--- config.mk ---
export PLATFORM = sky130hd
export DESIGN_NAME = fetch_unit
export DESIGN_NICKNAME = d
export VERILOG_FILES = /design/src/logic/wisc_pkg.sv /design/src/logic/fetch_unit.sv
export SDC_FILE = /design/constraint.sdc
export NUM_CORES = 2
export LEC_CHECK = 0
export BUFFER_PORTS_ARGS = -buffer_cell sky130_fd_sc_hd__buf_4
export CAP_MARGIN = 20
export CORE_ASPECT_RATIO = 0.8
export CORE_MARGIN = 2
export CORE_UTILIZATION = 55
export DETAILED_ROUTE_END_ITERATION = 10
export HOLD_SLACK_MARGIN = 0.08
export PLACE_DENSITY = 0.81
export SLEW_MARGIN = 20
export SYNTH_ARGS = -nofsm -noshare
export SYNTH_HDL_FRONTEND = slang
export SYNTH_SLANG_ARGS = --single-unit
--- constraint.sdc ---
create_clock -name clk -period 4 [get_ports clk]
set_clock_uncertainty 0.1 [all_clocks]
set_input_delay 0.4 -clock clk [delete_from_list [all_inputs] [get_ports clk]]
set_output_delay 0.4 -clock clk [all_outputs]
set_load 0.05 [all_outputs]
--- src/logic/wisc_pkg.sv ---
// Shared ISA definitions; opcodes 7, 13 and 14 decode as no-ops and all addresses are word addresses
package wisc_pkg;

	localparam int DATA_W = 16;
	localparam int REG_W  = 4;
	localparam int ADDR_W = 16;

	localparam logic [3:0] OP_ADD = 4'd0;
	localparam logic [3:0] OP_SUB = 4'd1;
	localparam logic [3:0] OP_AND = 4'd2;
	localparam logic [3:0] OP_NOR = 4'd3;
	localparam logic [3:0] OP_SLL = 4'd4;
	localparam logic [3:0] OP_SRL = 4'd5;
	localparam logic [3:0] OP_SRA = 4'd6;
	localparam logic [3:0] OP_LW  = 4'd8;
	localparam logic [3:0] OP_SW  = 4'd9;
	localparam logic [3:0] OP_LHB = 4'd10;
	localparam logic [3:0] OP_LLB = 4'd11;
	localparam logic [3:0] OP_B   = 4'd12;
	localparam logic [3:0] OP_HLT = 4'd15;

	localparam logic [2:0] CND_NE = 3'd0;
	localparam logic [2:0] CND_EQ = 3'd1;
	localparam logic [2:0] CND_GT = 3'd2;
	localparam logic [2:0] CND_LT = 3'd3;
	localparam logic [2:0] CND_GE = 3'd4;
	localparam logic [2:0] CND_LE = 3'd5;
	localparam logic [2:0] CND_OV = 3'd6;
	localparam logic [2:0] CND_AL = 3'd7;

	typedef struct packed {
		logic [3:0]       opcode;
		logic [REG_W-1:0] rd;
		logic [REG_W-1:0] rs;
		logic [REG_W-1:0] rt;      // rt, or shift amount for shifts
	} instr_r_t;

	typedef struct packed {
		logic [3:0]       opcode;
		logic [REG_W-1:0] rt;      // Load dest or store data
		logic [REG_W-1:0] rs;      // Base register
		logic [3:0]       offset;  // Signed word offset
	} instr_m_t;

	typedef struct packed {
		logic [3:0]       opcode;
		logic [REG_W-1:0] rd;
		logic [7:0]       imm;
	} instr_i_t;

	typedef struct packed {
		logic [3:0] opcode;
		logic [2:0] cond;
		logic [8:0] offset;        // Signed, relative to pc + 1
	} instr_b_t;

	typedef union packed {
		instr_r_t r;
		instr_m_t m;
		instr_i_t i;
		instr_b_t b;
	} instr_u;

endpackage

--- src/logic/fetch_unit.sv ---
// Program load is accepted only while rst is high; PC indexes IMEM_DEPTH words and wraps
`timescale 1ns/1ps

module fetch_unit import wisc_pkg::*; #(
	parameter int IMEM_DEPTH = 256
) (
	input  logic              clk,
	input  logic              rst,
	input  logic              prog_we,
	input  logic [ADDR_W-1:0] prog_addr,
	input  logic [DATA_W-1:0] prog_data,
	input  logic              stall,
	input  logic              halt_fetch,
	input  logic              br_taken,
	input  logic [ADDR_W-1:0] br_target,
	output instr_u            if_instr,
	output logic [ADDR_W-1:0] if_pc,
	output logic              if_valid
);

	localparam int IDX_W = $clog2(IMEM_DEPTH);

	logic [DATA_W-1:0] imem [IMEM_DEPTH];
	logic [ADDR_W-1:0] pc;
	logic              hold;

	assign hold = stall || halt_fetch;

	always_ff @(posedge clk) begin
		if (rst && prog_we) begin
			imem[prog_addr[IDX_W-1:0]] <= prog_data;  // Harness load port
		end
	end

	always_ff @(posedge clk) begin
		if (rst) begin
			pc       <= '0;
			if_valid <= 1'b0;
		end else if (br_taken) begin
			pc       <= br_target;  // Redirect, drop the word in flight
			if_valid <= 1'b0;
		end else if (!hold) begin
			pc       <= pc + 1'b1;
			if_valid <= 1'b1;
		end
	end

	// IF/ID payload, frozen while decode holds
	always_ff @(posedge clk) begin
		if (!br_taken && !hold) begin
			if_instr <= imem[pc[IDX_W-1:0]];
			if_pc    <= pc;
		end
	end

endmodule

## Yosys cells after proc, flatten, opt, wreduce, memory -nomap -nowiden

Memories as Yosys holds them, arrays and structs flattened. A register that Yosys moved wholly into a read port is not among the register bits.
Cells that the tools add are included.

| storage, ports and cells | value |
|---|---|
| memories | 1 |
| register bits after elaboration | 33 |
| input port bits | 54 |
| output and inout port bits | 33 |
| word-level logic and storage cells | 16 |
| RAM bits | 4096 |

Memories:

| name | depth | width | read ports | clocked after memory_dff | write ports | line | source |
|---|---|---|---|---|---|---|---|
| imem | 256 | 16 | 1 | 1 | 1 | fetch_unit.sv:23 | `logic [DATA_W-1:0] imem [IMEM_DEPTH];` |

| cells by class | value |
|---|---|
| add/sub/neg operators | 1 |
| eq/ne operators | 1 |
| reduce and logical (&&, ||, !) cells | 6 |
| multiplexer cells | 4 |

Operators by type and width:

| cell | count |
|---|---|
| 16-bit two-way mux | 2 |
| 16-bit by 1-bit adder with 16-bit output, second input constant | 1 |
| 1-bit logical AND | 2 |
| 1-bit logical NOT | 2 |
| 1-bit two-way mux | 2 |
| 2-bit != test, second input constant | 1 |
| 2-bit OR reduction | 1 |
| 1-bit logical OR | 1 |

## Logic depth before layout (Yosys ltp)

| logic depth | value |
|---|---|
| word-level depth | 3 |
| mapped depth | 14 |
| depth with buffers taken out | 7 |

## Worst setup path after synthesis

OpenSTA, ideal clock, no wires.

| timing | value |
|---|---|
| kind | input to register |
| from | in br_taken |
| to | reg if_instr[0] (netlist bit), read port of imem (enable) |
| path slack | 0.377 ns |
| data required time | 3.439 ns |
| path buffers | 2 |
| setup time | 0.461 ns |
| stages on the path | 3 |
| arrival | 3.062 ns |
| path through | clkbuf_1 -> clkbuf_1 -> nor3_1 |

| on the way | value |
|---|---|
| longest elaborated chain between the ends | 2 |

Ends and longest elaborated chain:

| what | line | source |
|---|---|---|
| from (decl) | fetch_unit.sv:14 | `input logic br_taken,` |
| 1-bit logical NOT | fetch_unit.sv:50 | `if (!br_taken && !hold) begin` |
| 1-bit logical AND | fetch_unit.sv:50 |  |
| to (decl) | fetch_unit.sv:16 | `output instr_u if_instr,` |

Every way passes these cells.
A chain may end at the register's enable or synchronous reset.

==> reports/qor.txt <==
Vias: 86200
Power Total: 89300 uW
Syn. warnings: 0
Area Overhead vs Synth: 14.1%
ys flop type: edfxtp_1
post-DR wirelength/cell: 38.5 microns
IR drop worst, VDD: 0.401 mV
RSZ-0062 raised after global routing: no
Hold Crit Class: input pin to register
Startpoint Class: register
Post-Syn Nets: 7210
post-route worst setup slack: -61.3 ps
Starting DRT DRC Count: 17100
vias per cell: 7.09
routed wire length: 468000 microns
Crit path required time: 4580 ps
hold slack: 150 ps
layout cells sized above 1: 30.0%
worst-skew pair later-pin latency: 950 ps
Initial Util: 55.4%
fin area: 182000 sq um
Distinct cells, synth: 69
pre-CTS setup slack: 52.7 ps
Final min period: 4060 ps
endpoints failing setup: 2
Final Hold Vio Count: 0
Placed Area: 170000 sq um
layout net count: 8039
Max-Cap Viols: 0
routability congestion estimate: 0.957
Die Ht: 486 microns
Clock Pin Slew Worst Setup and Hold Paths: 70 ps
Worst setup endpoint: if_instr[15]$_DFFE_PP_
WHS Path Cells: 1
CTS root buffer: clkbuf_16
run status: finished with violations
Pwr Density: 490 nW/um^2
initial antenna violation count: 47
dpl hpwl: 267000 microns
first-pass GRT wire length: 649000 microns
Clock Tree Buf Depth: 4
Synth area leaders: edfxtp_1 78%, mux4_2 14%, mux2i_1 2.3%
register area share after synthesis: 77.9%
ANT nets after route: 0
CP arrival: 4640 ps
Worst R2R Start: pc[1]$_SDFFE_PP0P_
Final Cycle Share: 102%
Post-Syn Instances: 7155
Slew Viols, Final: 0
Port Buffers: 78
total track usage: 31.6%
Async SR Flop Fraction: 0%
pin count of the biggest net entering global routing: 150
htree depth: 5
Cell Area, Synth: 160000 sq um
core area: 288000 sq um
Cell Rows: 176
CP Launch Point: pc[1]$_SDFFE_PP0P_
most common cell in the netlist: edfxtp_1
worst-case reg-to-reg path depth: 9
flip-flop and latch area: 124000 sq um
failing checks: negative setup slack
Pleak: 0.0567 uW
total CTS buffers: 374
Ports: 87
Crit Path Max Fanout: 37
flops & latches, synth: 4145
Synth top cells by count: 4128 x edfxtp_1, 1000 x mux4_2, 363 x mux2i_1
CTS tree: built
critical path class: register to register
footprint of the multi-input gates: 33200 sq um
Die W: 606 microns
achievable clock frequency: 0.246 GHz
filler instances: 17500
worst slew pin tran: 1270 ps
number of global-route vias before repair: 85300
crit path capture type: register
Worst R2R End: if_instr[15]$_DFFE_PP_
Post-synth EDFFs: 4128
clk sinks: 4145
share of the synthesized area in the top cell type: 77.6%
Mapped Avg Cell Area: 22.3 sq um
TNS Setup: -96.0 ps
total grt overflow: 0
leading area contributor after synthesis: edfxtp_1
DR DRC count: 0
worst rel slew slack: 15.6%
die footprint: 295000 sq um
TritonRoute pass-1 iters: 10
flop-to-flop setup slack: -60 ps
power by group:
| part | internal [uW] | total, uW | switching [uW] |
|---|---|---|---|
| logic | 2200 | 5960 | 3770 |
| clock network | 19500 | 35500 | 16000 |
| registers | 47800 | 47900 | 78.3 |
| total | 69500 | 89300 | 19900 |
layout by cell type, fill, tap and decap left out, types with 36 or more instances in the layout:
master,n
a21oi_1,150
a221oi_1,81
a22oi_1,46
buf_12,86
buf_4,721
clkbuf_1,67
clkbuf_16,383
clkinv_1,87
clkinv_2,71
diode_2,36
dlygate4sd3_1,51
edfxtp_1,4128
mux2i_1,362
mux4_2,1000
nand2_1,139
nand3_1,52
nor2_1,229
nor2_2,103
o21ai_0,92
o22ai_1,44
worst max-delay path: stages (launching register included):
cell	delay [ps]
dfxtp_4	770
buf_12	300
buf_12	300
mux4_2	340
mux2i_1	350
o21ai_0	130
buf_4	170
o31ai_1	700
nor2_1	240
a211o_1	330
sequential cells by signal (all words and copies together) (netlist names):
name,count
if_pc,16
pc,16
if_instr,16
if_valid,1
imem,4096
metrics by stage:
stage               utilization (%)  instances
CTS                            63.1      12100
detailed placement             58.9      11400
global route                   63.2      12100
finish                         63.2      12100
floorplan                         -       7155
global placement               58.9      11400
worst min-delay path by stage:
stage / slack, ps / end / from
floorplan: 320 / if_pc[4]$_DFFE_PP_ / pc[4]$_SDFFE_PP0P_
global placement: 330 / if_pc[15]$_DFFE_PP_ / pc[15]$_SDFFE_PP0P_
detailed placement: 350 / if_pc[15]$_DFFE_PP_ / pc[15]$_SDFFE_PP0P_
CTS: 110 / imem[163][14]$_DFFE_PP_ / prog_addr[1]
global route: 160 / imem[173][8]$_DFFE_PP_ / prog_addr[2]
finish: 150 / imem[210][1]$_DFFE_PP_ / prog_data[1]
what timing repair did:
item                       4_1_cts  5_1_grt
setup endpoints to repair        3        8
hold buffers                    50        1
pin swaps                        0        0
buffers inserted                 0       11
hold endpoints to repair       414       64
resized for setup                3        4
area by class of cell:
type	instances	area share [%]
diodes	36	0.0495
well taps	3827	2.63
repair buffers	875	4.33
inverters	8	0.0234
clock inverters	225	1.07
multi-input cells	2580	18.2
clock buffers	450	5.40
flip-flops and latches	4145	68.3
logic make-up after synthesis:
kind of cell	share of synthesized area (%)
buf+inv	1.55
simple gates	1.65
compound gates	2.38
mux	16.5
flops	77.9
xor+xnor	0.0823
fa+ha+maj	0.00784
metal layers:
metal  up-vias  wire (microns)  global-route usage (%)  part of all wire, %
met5         -             458                  0.0655                0.098
li1      32000               -                       -                    -
met1     43700          147000                    41.0                   31
met2      8683          211000                    47.3                   45
met4        50           28900                    15.8                  6.2
met3      1776           80700                    11.9                   17
(Power assumes the default switching activity.)
