==> config.mk <==
export PLATFORM = sky130hd
export DESIGN_NAME = memory_unit
export DESIGN_NICKNAME = d
export VERILOG_FILES = /design/src/logic/wisc_pkg.sv /design/src/logic/memory_unit.sv
export SDC_FILE = /design/constraint.sdc
export NUM_CORES = 2
export LEC_CHECK = 0
export ABC_AREA = 0
export BUFFER_PORTS_ARGS = -buffer_cell sky130_fd_sc_hd__buf_2
export CORE_UTILIZATION = 57
export CTS_CLUSTER_DIAMETER = 30
export DETAILED_ROUTE_END_ITERATION = 8
export GPL_TIMING_DRIVEN = 1
export PLACE_DENSITY = 0.79
export SLEW_MARGIN = 5
export SYNTH_ARGS = -nofsm -noshare
export SYNTH_HDL_FRONTEND = slang
export SYNTH_SLANG_ARGS = --single-unit
export TNS_END_PERCENT = 100
==> constraint.sdc <==
create_clock -name clk -period 3 [get_ports clk]
set_clock_uncertainty 0.1 [all_clocks]
set_input_delay 0.15 -clock clk [delete_from_list [all_inputs] [get_ports clk]]
set_output_delay 0.15 -clock clk [all_outputs]
set_load 0.01 [all_outputs]
==> src/logic/wisc_pkg.sv <==
// Shared ISA definitions; opcodes 7, 13 and 14 decode as no-ops and all addresses are word addresses
package wisc_pkg;

	localparam int DATA_W = 16;
	localparam int REG_W  = 4;
	localparam int ADDR_W = 16;

	localparam logic [3:0] OP_ADD = 4'd0;
	localparam logic [3:0] OP_SUB = 4'd1;
	localparam logic [3:0] OP_AND = 4'd2;
	localparam logic [3:0] OP_NOR = 4'd3;
	localparam logic [3:0] OP_SLL = 4'd4;
	localparam logic [3:0] OP_SRL = 4'd5;
	localparam logic [3:0] OP_SRA = 4'd6;
	localparam logic [3:0] OP_LW  = 4'd8;
	localparam logic [3:0] OP_SW  = 4'd9;
	localparam logic [3:0] OP_LHB = 4'd10;
	localparam logic [3:0] OP_LLB = 4'd11;
	localparam logic [3:0] OP_B   = 4'd12;
	localparam logic [3:0] OP_HLT = 4'd15;

	localparam logic [2:0] CND_NE = 3'd0;
	localparam logic [2:0] CND_EQ = 3'd1;
	localparam logic [2:0] CND_GT = 3'd2;
	localparam logic [2:0] CND_LT = 3'd3;
	localparam logic [2:0] CND_GE = 3'd4;
	localparam logic [2:0] CND_LE = 3'd5;
	localparam logic [2:0] CND_OV = 3'd6;
	localparam logic [2:0] CND_AL = 3'd7;

	typedef struct packed {
		logic [3:0]       opcode;
		logic [REG_W-1:0] rd;
		logic [REG_W-1:0] rs;
		logic [REG_W-1:0] rt;      // rt, or shift amount for shifts
	} instr_r_t;

	typedef struct packed {
		logic [3:0]       opcode;
		logic [REG_W-1:0] rt;      // Load dest or store data
		logic [REG_W-1:0] rs;      // Base register
		logic [3:0]       offset;  // Signed word offset
	} instr_m_t;

	typedef struct packed {
		logic [3:0]       opcode;
		logic [REG_W-1:0] rd;
		logic [7:0]       imm;
	} instr_i_t;

	typedef struct packed {
		logic [3:0] opcode;
		logic [2:0] cond;
		logic [8:0] offset;        // Signed, relative to pc + 1
	} instr_b_t;

	typedef union packed {
		instr_r_t r;
		instr_m_t m;
		instr_i_t i;
		instr_b_t b;
	} instr_u;

endpackage

==> src/logic/memory_unit.sv <==
// Data memory holds DMEM_DEPTH words; higher address bits are ignored
`timescale 1ns/1ps

module memory_unit import wisc_pkg::*; #(
	parameter int DMEM_DEPTH = 256
) (
	input  logic              clk,
	input  logic              rst,
	input  logic              ex_valid,
	input  logic              ex_reg_we,
	input  logic              ex_mem_we,
	input  logic              ex_mem_re,
	input  logic [REG_W-1:0]  ex_rd,
	input  logic [DATA_W-1:0] ex_alu,
	input  logic [DATA_W-1:0] ex_sw_data,
	input  logic              ex_hlt,
	output logic              mem_reg_we,
	output logic              mem_to_reg,
	output logic [REG_W-1:0]  mem_rd,
	output logic [DATA_W-1:0] mem_rdata,
	output logic [DATA_W-1:0] mem_alu,
	output logic              mem_hlt
);

	localparam int IDX_W = $clog2(DMEM_DEPTH);

	logic [DATA_W-1:0] dmem [DMEM_DEPTH];
	logic [IDX_W-1:0]  idx;

	assign idx = ex_alu[IDX_W-1:0];

	always_ff @(posedge clk) begin
		if (ex_valid && ex_mem_we) begin
			dmem[idx] <= ex_sw_data;  // SW
		end
	end

	// MEM/WB
	always_ff @(posedge clk) begin
		if (rst) begin
			mem_reg_we <= 1'b0;
			mem_to_reg <= 1'b0;
			mem_hlt    <= 1'b0;
		end else begin
			mem_reg_we <= ex_valid && ex_reg_we;
			mem_to_reg <= ex_valid && ex_mem_re;
			mem_hlt    <= ex_valid && ex_hlt;
		end
	end

	always_ff @(posedge clk) begin
		mem_rd    <= ex_rd;
		mem_rdata <= dmem[idx];  // Loaded word for LW
		mem_alu   <= ex_alu;
	end

endmodule

; ---- Yosys cells after proc, flatten, opt, wreduce, memory -nomap -nowiden
; Memory sizes are Yosys's and may differ from the RTL's. A register that Yosys moved wholly into a read port is not among the register bits.
; Cells that the tools add are included.
[word_totals]
ram_bits = 4096
reg_bits = 23
input_bits = 43
word_cells = 12
output_inout_bits = 39
mem_count = 1
[memory_table]
columns = memory, words, width, read_ports, rd_clocked_by_memory_dff, write_ports, line_no
row1 = dmem, 256, 16, 1, 1, 1, memory_unit.sv:27  ; logic [DATA_W-1:0] dmem [DMEM_DEPTH];
[classes]
reduce_logical = 4
mux = 2
[op_table]
columns = operator, n
row1 = 1-bit logical AND, 4
row2 = 1-bit two-way mux, 2

; ---- Depth between registers and ports, before layout
[depth]
ltp_word = 3
mapped_depth = 9
depth_no_buf = 5

; ---- Worst setup path before layout
; No wires, ideal clock.
[synth_path]
path_kind = input to register
start = input port ex_alu[1]
end = memory dmem[182][0], enable pin
t_required_ns = 2.512
setup_time_ns = 0.388
n_path_buf = 5
t_arrival_ns = 2.364
path_slack_ns = 0.148
cell_stages = 9
cell_sequence = buf_2 -> buf_2 -> buf_2 -> buf_4 -> inv_1 -> nor3_1 -> nand2_1 -> buf_2 -> nor2_1
[synth_lines]
columns = item, line_no
row1 = "start, declared", memory_unit.sv:14  ; input logic [DATA_W-1:0] ex_alu,
row2 = "end, declared", memory_unit.sv:27
; Straight into the memory's write port.

==> impl_metrics.yaml <==
outcome:
  run_status: "complete, but fails checks"
  failing_checks: "negative setup slack"
floorplanning:
  die_w_um: 524.6
  placement_rows: 191
  fp.dieArea_sq_um: 275200
  die_h_um: 524.6
  effective_utilization_at_floorplan_pct: 57.39
  core_ar_sq_um: 271200
  num_io_pins: 82
drt:
  drt_first_iter_violations: 19040
  wl_per_cell_um: 42.82
  routed_wl_mm: 514.9
  dr.pass1.iters: 9
  drc_errors: 0
  ratio_of_routed_vias_to_standard_cells: 7.453
  routed_via_count: 89630
  ant_nets: 0
synthesis:
  synthDistinctLibCells: 21
  fraction_of_synthesized_cell_area_taken_by_the_top_area_cell_type_pct: 79.02
  synth.avg_cell_area_sq_um: 23.12
  main_combinational_cell_family_by_area_after_synthesis: "multiplexers"
  netlist.top_cell.by_area: "sky130_fd_sc_hd__edfxtp_1"
  post_synth_inst_count: 6733
  post_synthesis_register_bit_count: 4135
  yosysSeqAreaShare_pct: 79.52
  post_synth_and_or_nand_nor_area_fraction_pct: 0.8488
  post_synth_instance_area_sq_um: 155700
  syn_nets: 6776
  synth_compound_gate_area_share_pct: 3.652
  synthesis.yosys.warnings: 0
  number_of_enable_flip_flop_cells_after_synthesis: 4096
  synth_mux_area_share_pct: 14.82
  async_flop_share_pct: 0
  synth.top_cells.by_count: "4,096 x sky130_fd_sc_hd__edfxtp_1, 1,024 x sky130_fd_sc_hd__mux4_2, 512 x sky130_fd_sc_hd__a22oi_1, 266 x sky130_fd_sc_hd__clkbuf_1, 261 x sky130_fd_sc_hd__nor2_1"
  synthTopCellsByArea: "sky130_fd_sc_hd__edfxtp_1 79%, sky130_fd_sc_hd__mux4_2 15%, sky130_fd_sc_hd__a22oi_1 2.5%"
  count_leader_synth: "sky130_fd_sc_hd__edfxtp_1"
  ys.flop_type: "sky130_fd_sc_hd__edfxtp_1"
  synth-adder-area-share_pct: 0
  synth-xor-area-share_pct: 0
layout:
  num-nets-final: 7980
  largest_registers: "dmem x4096, mem_alu x16, mem_rdata x16"
  drive_gt1_share_pct: 35.56
  area_delta_synth_final_pct: 22.72
  largest_register_ffs: 4096
  max_flop_register: "dmem"
power_and_ir_drop:
  switching_share_pct: 23.58
  power.net_switching_mw: 34.16
  power_frac_clock_pct: 51.5
  intPower_mw: 110.7
  total_leakage_power_nw: 61.43
  peakVddDrop_uv: 729.4
  pwr-share-comb_pct: 4.5
  power_density_nw_per_um2: 758.3
  power.sequential.fraction_pct: 44.0
sta:
  timing.final.ws_setup_ps: -170.3
  setup-violations-final: 6
  timing.max_slew.rel_slack_pct: 12.89
  max_frequency_ghz: 0.3154
  final.min_clock_period_ps: 3170
  fin_hold_ws_ps: 14.53
  final-max-slew-violation-count: 0
  worst_slew_pin_slew_ps: 1307
  hold_viol: 0
  timing.final.crit_share_pct: 105.7
  final.setup.tns_ps: -580.1
placed_design:
  dp_slack_ps: -760.9
  detailedPlacementHpwl_mm: 243.1
  gpl.final_weighted_congestion: 0.8719
  numPortBuffers: 81
setup_path:
  critPathCaptureType: "register"
  timing.critical_path.arrival_ps: 3930
  worst-r2r-setup-slack_ps: -170
  path_cells: "mux4_2 -> a22oi_1 -> a21oi_1 -> o41ai_1 -> buf_4 -> nand4_1"
  critPathMaxFanout: 1
  critPathTopFamily: "compound AO/OA/AOI/OAI gates"
  r2r-start: "dmem[216][7]"
  start_kind: "register"
  crit_path_top_delay_cell: "sky130_fd_sc_hd__o41ai_1"
  max_stage_delay_ps: 880
  reg2regPathDepth: 6
  criticalPathCategory: "register to register"
  worst-path-stages: 6
  cp-endpoint: "mem_rdata[7]"
  r2r-end: "mem_rdata[7]"
  worstPathBufferInverterCount: 1
  cp_data_required_time_ps: 3750
  worstSetupStartpoint: "dmem[216][7]"
global_route:
  grt_pass1_wl_mm: 689.2
  grt_start_max_net_pins: 131
  gr-total-overflow: 0
  first_global_vias: 88870
  grtUsageTotal_pct: 35.75
  number_of_antenna_violations_at_the_first_check_in_global_routing: 31
clocking:
  worst_setup_hold_path_clk_slew_ps: 60
  post-cts-setup-buffer-count: 0
  clock_buffer_count_from_cts: 602
  clock_tree_from_tritoncts: "built"
  clock_path_buffers: 4
  insertion_delay_ps: 1080
  cts_htree_levels: 6
  cts.sink_count: 4135
  cts-root-buf: "sky130_fd_sc_hd__clkbuf_16"
min_path:
  hold_path.class: "input port to register"
job:
  timing.max_cap.violations: 0
[per-stage QoR]
step                      cells  area (sq um)  total power [mW]  util [%]
after floorplan            6733        155700             67.52         -
after global placement    10840        169200             70.48     62.37
after detailed placement  10840        169200             70.68     62.38
after CTS                 12010        190900             143.8     70.38
after global routing      12010        191000             146.7     70.42
final                     12030        191000             144.9     70.43
[power groups by stage]
stage	Sequential, mW	Combinational (mW)	Clock [mW]
after CTS	63.7	6.17	73.9
final	63.7	6.52	74.6
after global placement	64.9	5.59	0
after floorplan	64.9	2.65	0
after detailed placement	64.9	5.79	0
after global routing	63.7	6.50	76.5
[repair_timing]
item                                    4_1_cts  5_1_grt
hold buffers                                 65        0
cloned                                        0        0
pin swaps                                     0        1
hold endpoints to repair                   4053        0
endpoints found under the setup margin        8        9
resized for setup                             9       12
[logic make-up after synthesis]
family | after synthesis
buf+inv | 413
mux | 1024
compound gates | 832
flops | 4135
simple gates | 329
[worst min path at each step]
stage                   from           end  slack, ps  cells after the start
2_1_floorplan      ex_alu[0]    mem_alu[0]         80                      0
3_3_place_gp       ex_alu[9]    mem_alu[9]        150                      1
3_5_place_dp       ex_alu[8]    mem_alu[8]        150                      1
4_1_cts        ex_sw_data[9]  dmem[246][9]         10                      2
5_1_grt        ex_sw_data[9]  dmem[246][9]         30                      2
6_report       ex_sw_data[9]  dmem[246][9]         10                      2
[per-layer routing]
metal	routed length [um]	vias to the layer above	share of wire, %	track usage [%]
met5	220	-	0.043	0
met4	44040	34	8.6	22.68
met3	81190	2486	16	10.32
met2	241000	10690	47	56.15
met1	148500	44770	29	43.98
li1	-	31650	-	-
[cell usage in the layout (no fill, tap or decap), types with 65 or more instances in the layout]
master and n:
sky130_fd_sc_hd__nor2_1 259, sky130_fd_sc_hd__buf_4 574, sky130_fd_sc_hd__clkinv_2 66, sky130_fd_sc_hd__dlygate4sd3_1 65, sky130_fd_sc_hd__clkbuf_1 65, sky130_fd_sc_hd__edfxtp_1 4096, sky130_fd_sc_hd__bufinv_16 78, sky130_fd_sc_hd__a22oi_1 510
sky130_fd_sc_hd__mux4_2 1024, sky130_fd_sc_hd__clkbuf_16 605, sky130_fd_sc_hd__a21oi_1 255, sky130_fd_sc_hd__clkinv_1 66, sky130_fd_sc_hd__buf_12 292
[worst reg2reg max path, delay by kind of cell, from the launching register on]
kind | cells | cell delay (ps)
AO/OA/AOI/OAI | 3 | 1600
buffers and inverters | 1 | 260
flip-flops | 1 | 410
multiplexers | 1 | 470
AND/OR/NAND/NOR | 1 | 110
[cell type report]
| cell class | count | area (sq um) |
|---|---|---|
| Sequential cell | 4135 | 123800 |
| Fill cell | 13700 | 80210 |
| Multi-Input combinational cell | 2185 | 30360 |
| Clock buffer | 674 | 15440 |
| Timing Repair Buffer | 1012 | 11390 |
| Clock inverter | 436 | 5562 |
| Tap cell | 3570 | 4467 |
| Antenna cell | 13 | 32.53 |
| Inverter | 1 | 3.754 |
Power figures use the tool's default switching activity.
