## src/logic/wisc_pkg.sv

```systemverilog
// Shared ISA definitions; opcodes 7, 13 and 14 decode as no-ops and all addresses are word addresses
package wisc_pkg;

	localparam int DATA_W = 16;
	localparam int REG_W  = 4;
	localparam int ADDR_W = 16;

	localparam logic [3:0] OP_ADD = 4'd0;
	localparam logic [3:0] OP_SUB = 4'd1;
	localparam logic [3:0] OP_AND = 4'd2;
	localparam logic [3:0] OP_NOR = 4'd3;
	localparam logic [3:0] OP_SLL = 4'd4;
	localparam logic [3:0] OP_SRL = 4'd5;
	localparam logic [3:0] OP_SRA = 4'd6;
	localparam logic [3:0] OP_LW  = 4'd8;
	localparam logic [3:0] OP_SW  = 4'd9;
	localparam logic [3:0] OP_LHB = 4'd10;
	localparam logic [3:0] OP_LLB = 4'd11;
	localparam logic [3:0] OP_B   = 4'd12;
	localparam logic [3:0] OP_HLT = 4'd15;

	localparam logic [2:0] CND_NE = 3'd0;
	localparam logic [2:0] CND_EQ = 3'd1;
	localparam logic [2:0] CND_GT = 3'd2;
	localparam logic [2:0] CND_LT = 3'd3;
	localparam logic [2:0] CND_GE = 3'd4;
	localparam logic [2:0] CND_LE = 3'd5;
	localparam logic [2:0] CND_OV = 3'd6;
	localparam logic [2:0] CND_AL = 3'd7;

	typedef struct packed {
		logic [3:0]       opcode;
		logic [REG_W-1:0] rd;
		logic [REG_W-1:0] rs;
		logic [REG_W-1:0] rt;      // rt, or shift amount for shifts
	} instr_r_t;

	typedef struct packed {
		logic [3:0]       opcode;
		logic [REG_W-1:0] rt;      // Load dest or store data
		logic [REG_W-1:0] rs;      // Base register
		logic [3:0]       offset;  // Signed word offset
	} instr_m_t;

	typedef struct packed {
		logic [3:0]       opcode;
		logic [REG_W-1:0] rd;
		logic [7:0]       imm;
	} instr_i_t;

	typedef struct packed {
		logic [3:0] opcode;
		logic [2:0] cond;
		logic [8:0] offset;        // Signed, relative to pc + 1
	} instr_b_t;

	typedef union packed {
		instr_r_t r;
		instr_m_t m;
		instr_i_t i;
		instr_b_t b;
	} instr_u;

endpackage

```

## src/logic/decode_unit.sv

```systemverilog
// Stalls on ID/EX and EX/MEM producers only; the MEM/WB write is passed through to the reads
`timescale 1ns/1ps

module decode_unit import wisc_pkg::*; (
	input  logic              clk,
	input  logic              rst,
	input  instr_u            if_instr,
	input  logic [ADDR_W-1:0] if_pc,
	input  logic              if_valid,
	input  logic              br_taken,
	input  logic [REG_W-1:0]  ex_rd,
	input  logic              ex_reg_we,
	input  logic [REG_W-1:0]  mem_rd_in,
	input  logic              mem_reg_we_in,
	input  logic              wb_valid,
	input  logic [REG_W-1:0]  wb_reg,
	input  logic [DATA_W-1:0] wb_data,
	output logic              stall,
	output logic              halt_fetch,
	output logic              id_valid,
	output instr_u            id_instr,
	output logic [ADDR_W-1:0] id_pc,
	output logic [DATA_W-1:0] id_rs_data,
	output logic [DATA_W-1:0] id_rt_data,
	output logic [DATA_W-1:0] id_imm,
	output logic [3:0]        id_alu_op,
	output logic              id_alu_src,
	output logic              id_reg_we,
	output logic              id_mem_we,
	output logic              id_mem_re,
	output logic              id_branch,
	output logic              id_half,
	output logic              id_half_hi,
	output logic [REG_W-1:0]  id_rd,
	output logic              id_hlt
);

	logic [DATA_W-1:0] regs [2**REG_W];
	logic [3:0]        opc;
	logic              is_rrr, is_shift, is_lw, is_sw, is_half;
	logic              use_rs, use_rt, hazard, hlt_now, halted, bubble;
	logic [REG_W-1:0]  ra, rb, dst;
	logic [DATA_W-1:0] imm;

	// r0 reads zero and a write in MEM/WB this cycle is seen at once
	function automatic logic [DATA_W-1:0] read_port(input logic [REG_W-1:0] a);
		if (a == '0) begin
			return '0;
		end else if (mem_reg_we_in && mem_rd_in == a) begin
			return wb_data;
		end
		return regs[a];
	endfunction

	// Source waits on an older producer still in ID/EX or EX/MEM
	function automatic logic pending(input logic [REG_W-1:0] src);
		logic in_idex, in_exmem;
		in_idex  = id_valid && id_reg_we && id_rd == src;
		in_exmem = ex_reg_we && ex_rd == src;
		return src != '0 && (in_idex || in_exmem);
	endfunction

	always_comb begin
		opc      = if_instr.r.opcode;
		is_rrr   = opc inside {OP_ADD, OP_SUB, OP_AND, OP_NOR};
		is_shift = opc inside {OP_SLL, OP_SRL, OP_SRA};
		is_lw    = opc == OP_LW;
		is_sw    = opc == OP_SW;
		is_half  = opc inside {OP_LHB, OP_LLB};

		ra = if_instr.r.rs;
		if (is_sw) begin
			rb = if_instr.m.rt;  // Store data
		end else if (is_half) begin
			rb = if_instr.i.rd;  // Byte merge keeps the other half
		end else begin
			rb = if_instr.r.rt;
		end

		dst = if_instr.r.rd;  // Bits 11:8 in the r, m and i views alike

		if (is_shift) begin
			imm = {{(DATA_W-REG_W){1'b0}}, if_instr.r.rt};
		end else if (is_half) begin
			imm = {{(DATA_W-8){1'b0}}, if_instr.i.imm};
		end else begin
			imm = {{(DATA_W-4){if_instr.m.offset[3]}}, if_instr.m.offset};
		end

		use_rs = is_rrr || is_shift || is_lw || is_sw;
		use_rt = is_rrr || is_sw || is_half;
		hazard = (use_rs && pending(ra)) || (use_rt && pending(rb));
	end

	assign hlt_now    = if_valid && !halted && !br_taken && opc == OP_HLT;
	assign halt_fetch = halted || hlt_now;
	assign stall      = if_valid && !halted && hazard;
	assign bubble     = !if_valid || halted || hazard || br_taken;

	always_ff @(posedge clk) begin
		if (wb_valid) begin
			regs[wb_reg] <= wb_data;
		end
	end

	// ID/EX control
	always_ff @(posedge clk) begin
		if (rst) begin
			id_valid  <= 1'b0;
			id_reg_we <= 1'b0;
			id_mem_we <= 1'b0;
			id_mem_re <= 1'b0;
			id_branch <= 1'b0;
			id_hlt    <= 1'b0;
			halted    <= 1'b0;
		end else begin
			id_valid  <= !bubble;
			id_reg_we <= !bubble && (is_rrr || is_shift || is_lw || is_half);
			id_mem_we <= !bubble && is_sw;
			id_mem_re <= !bubble && is_lw;
			id_branch <= !bubble && opc == OP_B;
			id_hlt    <= !bubble && opc == OP_HLT;
			if (hlt_now) begin
				halted <= 1'b1;  // Fetch stays stopped until reset
			end
		end
	end

	// ID/EX payload
	always_ff @(posedge clk) begin
		id_instr   <= if_instr;
		id_pc      <= if_pc;
		id_rs_data <= read_port(ra);
		id_rt_data <= read_port(rb);
		id_imm     <= imm;
		id_alu_op  <= (is_rrr || is_shift) ? opc : OP_ADD;  // Address sum for LW/SW
		id_alu_src <= is_shift || is_lw || is_sw;
		id_half    <= is_half;
		id_half_hi <= opc == OP_LHB;
		id_rd      <= dst;
	end

endmodule

```

## config.mk

```make
export PLATFORM = sky130hd
export DESIGN_NAME = decode_unit
export DESIGN_NICKNAME = d
export VERILOG_FILES = /design/src/logic/wisc_pkg.sv /design/src/logic/decode_unit.sv
export SDC_FILE = /design/constraint.sdc
export NUM_CORES = 1
export LEC_CHECK = 0
export BUFFER_PORTS_ARGS = -buffer_cell sky130_fd_sc_hd__buf_2
export CAP_MARGIN = 15
export CORE_MARGIN = 2
export CORE_UTILIZATION = 24
export DETAILED_ROUTE_END_ITERATION = 8
export PLACE_DENSITY = 0.45
export SYNTH_ARGS = -nofsm -noshare
export SYNTH_HDL_FRONTEND = slang
export SYNTH_SLANG_ARGS = --single-unit
export TNS_END_PERCENT = 20
```

## constraint.sdc

```tcl
create_clock -name clk -period 2.42 [get_ports clk]
set_clock_uncertainty 0.05 [all_clocks]
set_input_delay 0.242 -clock clk [delete_from_list [all_inputs] [get_ports clk]]
set_output_delay 0.242 -clock clk [all_outputs]
set_load 0.02 [all_outputs]
```

* Yosys cells after proc, flatten, opt, wreduce, memory -nomap -nowiden
Memory sizes are Yosys's and may differ from the RTL's.
Cells that the tools add are included.
** Storage, ports and cells
- Register bits :: 91
- Output and inout bits :: 99
- RAM bits :: 256
- Input port bits :: 67
- Memories kept :: 1
- Logic and storage cells :: 102
** Operators by class
- Equal/unequal tests :: 18
- Mux-type cells :: 16
- Reduce and logical (&&, ||, !) cells :: 48
** Memories
- regs :: words 16, width 16, rd ports 2, clocked after Yosys merged registers in 0, write ports 1, line decode_unit.sv:38 : logic [DATA_W-1:0] regs [2**REG_W];
** Operators by type and width (count)
- two-way mux 16 bit :: 6
- equality test 4 bit :: 6
- equality test 4 bit, second input constant :: 6
- logical AND 1 bit :: 20
- logical OR 1 bit :: 15
- equality test 4 x 3 -> 1 bit, second input constant :: 3
- zero test 4 bit :: 3
- two-way mux 4 bit :: 3
- nonzero test 4 bit :: 3
- equality test 4 x 2 -> 1 bit, second input constant :: 2
- two-way mux 8 bit :: 1
- two-way mux 1 bit :: 6
- equality test 4 x 1 -> 1 bit, second input constant :: 1
- zero test 1 bit :: 4
- nonzero test 3 bit :: 1
- nonzero test 2 bit :: 1
- OR reduction 2 bit :: 1

* Longest topological paths before layout
- Depth in word-level cells :: 14
- Depth in mapped cells :: 12
- Gate-level depth less buffers :: 7

* Worst setup path after synthesis
No wires, ideal clock.
- Path type :: input port to flip-flop
- From :: input port wb_reg[2]
- To :: memory regs[0][0], enable pin
- Setup slack :: 0.073 ns
- Stages :: 2
- Required time :: 1.961 ns
- Buffers on the path :: 0
- Setup time :: 0.409 ns
- Arrival :: 1.888 ns
- Path through :: or3b_2 -> nor3_1
** RTL lines
- start: declaration :: line decode_unit.sv:16 : input logic [REG_W-1:0] wb_reg,
- end: declaration :: line decode_unit.sv:38
No word-level cell before the write port.

* Worst setup path in the final report
- From :: input port if_instr[14] (netlist bit)
- To :: output port stall
** Between the ends
- Word-level cells in the longest chain between the ends :: 11
- Elaborated cells on any way between the ends :: 32
- Those cells by class :: eq/ne (12); mux (2); reduce/logical (18)
** RTL lines
- start: declaration :: line decode_unit.sv:7 : input instr_u if_instr,
- equality test 4 bit :: line decode_unit.sv:69 : is_half = opc inside {OP_LHB, OP_LLB};
- nonzero test 2 bit :: line decode_unit.sv:69
- two-way mux 4 bit :: line decode_unit.sv:74 : end else if (is_half) begin
- two-way mux 4 bit :: line decode_unit.sv:72 : if (is_sw) begin
- equality test 4 bit, on equally long branches :: line decode_unit.sv:58, decode_unit.sv:59
- logical AND 1 bit, on equally long branches :: line decode_unit.sv:58, decode_unit.sv:59
- logical OR 1 bit :: line decode_unit.sv:60 : return src != '0 && (in_idex || in_exmem);
- logical AND 1 bit :: line decode_unit.sv:60
- logical AND 1 bit :: line decode_unit.sv:92 : hazard = (use_rs && pending(ra)) || (use_rt && pending(rb));
- logical OR 1 bit (*) :: line decode_unit.sv:92
- logical AND 1 bit (*) :: line decode_unit.sv:97 : assign stall = if_valid && !halted && hazard;
- end: declaration :: line decode_unit.sv:18 : output logic stall,
Every way passes the cells marked *; elsewhere a longest branch is shown, timed or not.

==> results.json <==
{
  "synthArstFlopShare_pct": 0,
  "fin_util_pct": 31.2,
  "grt_max_degree": 42,
  "ff2ff_path_depth": 4,
  "synthToLayoutAreaGrowth_pct": 28.9,
  "use_met2_pct": 23.8,
  "place_inst": 1993,
  "use_met3_pct": 3.85,
  "crit_path_start_kind": "input pin",
  "clock.fmax_mhz": 432,
  "gp_congestion": 0.799,
  "drc": 0,
  "grt_use_met1_pct": 20.0,
  "synth_area_um2": 14900,
  "cts.sinks": 339,
  "whs_endpoint": "regs[0][7]$_DFFE_PP_",
  "fin_area_um2": 19200,
  "hold_path_startpoint": "wb_data[7]",
  "power_frac_clock_pct": 40.8,
  "cts_tree": "done",
  "yosysWarnings": 0,
  "synth_cell_type_count": 61,
  "ios": 166,
  "worst_slew_margin_rel_pct": 63.9,
  "synth_edf_count": 256,
  "layout_commonest_cell": "edfxtp_1",
  "hold_path_depth": 1,
  "endpoint_kind": "output port",
  "instances_no_fill": 2104,
  "avgSynthCellArea_um2": 15.7,
  "drive_above_1_share_pct": 36.6,
  "required_ns": 2.13,
  "vias": 9900,
  "root_buffer": "clkbuf_16",
  "synth_top_area_share_pct": 51.5,
  "nNetsFinal": 1300,
  "cts.htree.levels": 2,
  "grt_usage_pct": 14.9,
  "final-hold-violation-count": 0,
  "ys_seq_elements": 339,
  "cts.path.max_buffers": 3,
  "vias_per_cell": 4.71,
  "power_density_nw_per_um2": 746,
  "swShare_pct": 25.0,
  "rows": 91,
  "path_class": "in -> out",
  "antenna_found_initial": 7,
  "finalSetupViolations": 0,
  "core_um2": 61600,
  "synth.area.top_cells": "edfxtp_1 51%, mux4_2 12%, dfxtp_1 11%",
  "clk_latency_ns": 0.56,
  "p_int_uw": 10800,
  "busiest_layer": "met2",
  "wl_per_cell_um": 22.8,
  "final.setup.worst_slack_ns": 0.103,
  "p_leak_uw": 0.00719,
  "rr_endpoint": "id_rs_data[5]$_DFF_P_",
  "worstPathArrival_ns": 2.02,
  "crit_start": "if_instr[14]",
  "port_buffers": 165,
  "drv_slew": 0,
  "rsz0062_at_grt": "false",
  "drt_iter0_markers": 689,
  "start_util_pct": 24.2,
  "die_area_um2": 64200,
  "hold_path.class": "in -> reg",
  "grt_pass1_wl_um": 69100,
  "r2r_setup_slack_ns": 0.57,
  "die_y_um": 253,
  "synth_top_area_cell": "edfxtp_1",
  "synthFlopType": "edfxtp_1",
  "final_cell_mix": "256 x edfxtp_1, 162 x buf_2, 109 x mux2i_1",
  "syn_inst": 953,
  "status": "finished, final reports clean",
  "timing.rr.start": "regs[7][5]$_DFFE_PP_",
  "maxCapViolCount": 0,
  "grt_overflow": 0,
  "p_sw_uw": 3590,
  "cts_buffers": 40,
  "pwr-share-seq_pct": 45.8,
  "hpwl_um": 30100,
  "die_w_um": 253,
  "dr.pass1.iters": 5,
  "worstMarginPinSlew_ns": 0.541,
  "ir_drop_mv": 0.499,
  "clkTransAtPathRegs_ns": 0.06,
  "synth_fp_nets": 1020,
  "finalWirelength_um": 48000,
  "period_needed_ns": 2.32,
  "post-route-period-util_pct": 95.7,
  "dp_slack_ns": -0.272,
  "p_comb_share_pct": 13.4,
  "ys_seq_area_share_pct": 62.6,
  "ant_nets": 0,
  "post_dp_cell_area_um2": 17600,
  "grt_pass1_vias": 10205,
  "cp_max_fo": 7
}
==> state kept, by name, indices dropped and copies added (netlist names), 3 cells and up <==
signal and count:
id_alu_op 4, id_imm 5, id_instr 13, id_pc 16
id_rd 3, id_rs_data 16, id_rt_data 16, regs 256
==> layer usage <==
metal	share of wire (%)	wire, um
met4	1.9	929
met2	46	22100
met3	7.5	3600
met5	0.14	65
met1	44	21300
==> worst max path at each step <==
stage | endpoint | slack (ns) | cells past startpoint
6_report | stall | 0.10 | 12
5_1_grt | stall | 0.003 | 12
4_1_cts | stall | 0.009 | 10
3_5_place_dp | id_rt_data[12]$_DFF_P_ | -0.27 | 11
3_3_place_gp | id_rt_data[12]$_DFF_P_ | -0.24 | 11
2_1_floorplan | regs[0][0]$_DFFE_PP_ | 0.07 | 2
==> through the flow <==
stage,hold WS (ns),power [uW],TNS [ns]
global placement,0.294,8590,-1.58
finish,0.0273,14400,0
floorplan,0.220,7750,0
detailed placement,0.296,8590,-2.15
global route,0.0222,14900,0
CTS,0.000512,14500,0
==> power groups by stage <==
stage	logic, uW	clock network [uW]	registers [uW]
2_1_floorplan	900	0	6850
6_report	1930	5850	6580
4_1_cts	1940	6020	6590
5_1_grt	2070	6250	6600
3_5_place_dp	1890	0	6710
3_3_place_gp	1880	0	6710
==> synthesized netlist by cell type (3+ instances only) <==
master     count
a2111oi_0     10
a21o_1         4
a21oi_1        5
a211oi_1      28
xor2_1         7
o22ai_1       38
a211o_1        5
or4_1         11
nand3_2        6
a41oi_1        5
a31oi_1        4
clkbuf_1      19
mux2i_1      109
o21ai_0        5
o21ai_1        5
nor3_1        12
nand2b_1       7
mux4_2        80
edfxtp_1     256
nor2_1        39
dfxtp_1       83
a311oi_1       5
and2_1         5
nand4_1        6
buf_6          9
buf_2         24
and3_1        30
buf_4         20
buf_1          6
nand2_1       37
o2bb2ai_1      3
a22o_1        14
xnor2_1       12
nand3_1       11
o21bai_1       3
==> critical path: stages <==
cell       delay, ns
buf_2           0.12
and2b_1         0.24
buf_6           0.14
buf_4           0.11
a21boi_1        0.07
buf_4           0.15
nor3_2          0.09
o21ai_1         0.07
or4_4           0.43
nand2_2         0.09
o2bb2ai_2       0.10
buf_4           0.16
==> cell type report <==
type,count,area (um^2)
Inverter,2,7.51
Clock inverter,11,123
Antenna cell,3,7.51
Fill cell,6056,42400
Clock buffer,62,1130
Sequential cell,339,9350
Multi-Input combinational cell,534,5220
Tap cell,837,1050
Timing Repair Buffer,316,2350
==> cell families after synthesis <==
family          after synthesis  share of synthesized area, %
xor+xnor                     19                          1.11
buf+inv                      80                          3.17
simple gates                179                          6.50
compound gates              146                          7.20
other cells                   1                        0.0251
mux                         189                          19.4
flops                       339                          62.6
==> what timing repair did <==
| item | in CTS | in global routing |
|---|---|---|
| hold buffers | 32 | 0 |
| buffers inserted | 0 | 3 |
| setup endpoints to repair | 1 | 1 |
| endpoints found under the hold margin | 37 | 0 |
| gates resized for setup | 6 | 10 |
| pin swaps | 0 | 2 |
No activity file was read; power rests on OpenSTA's default activity.
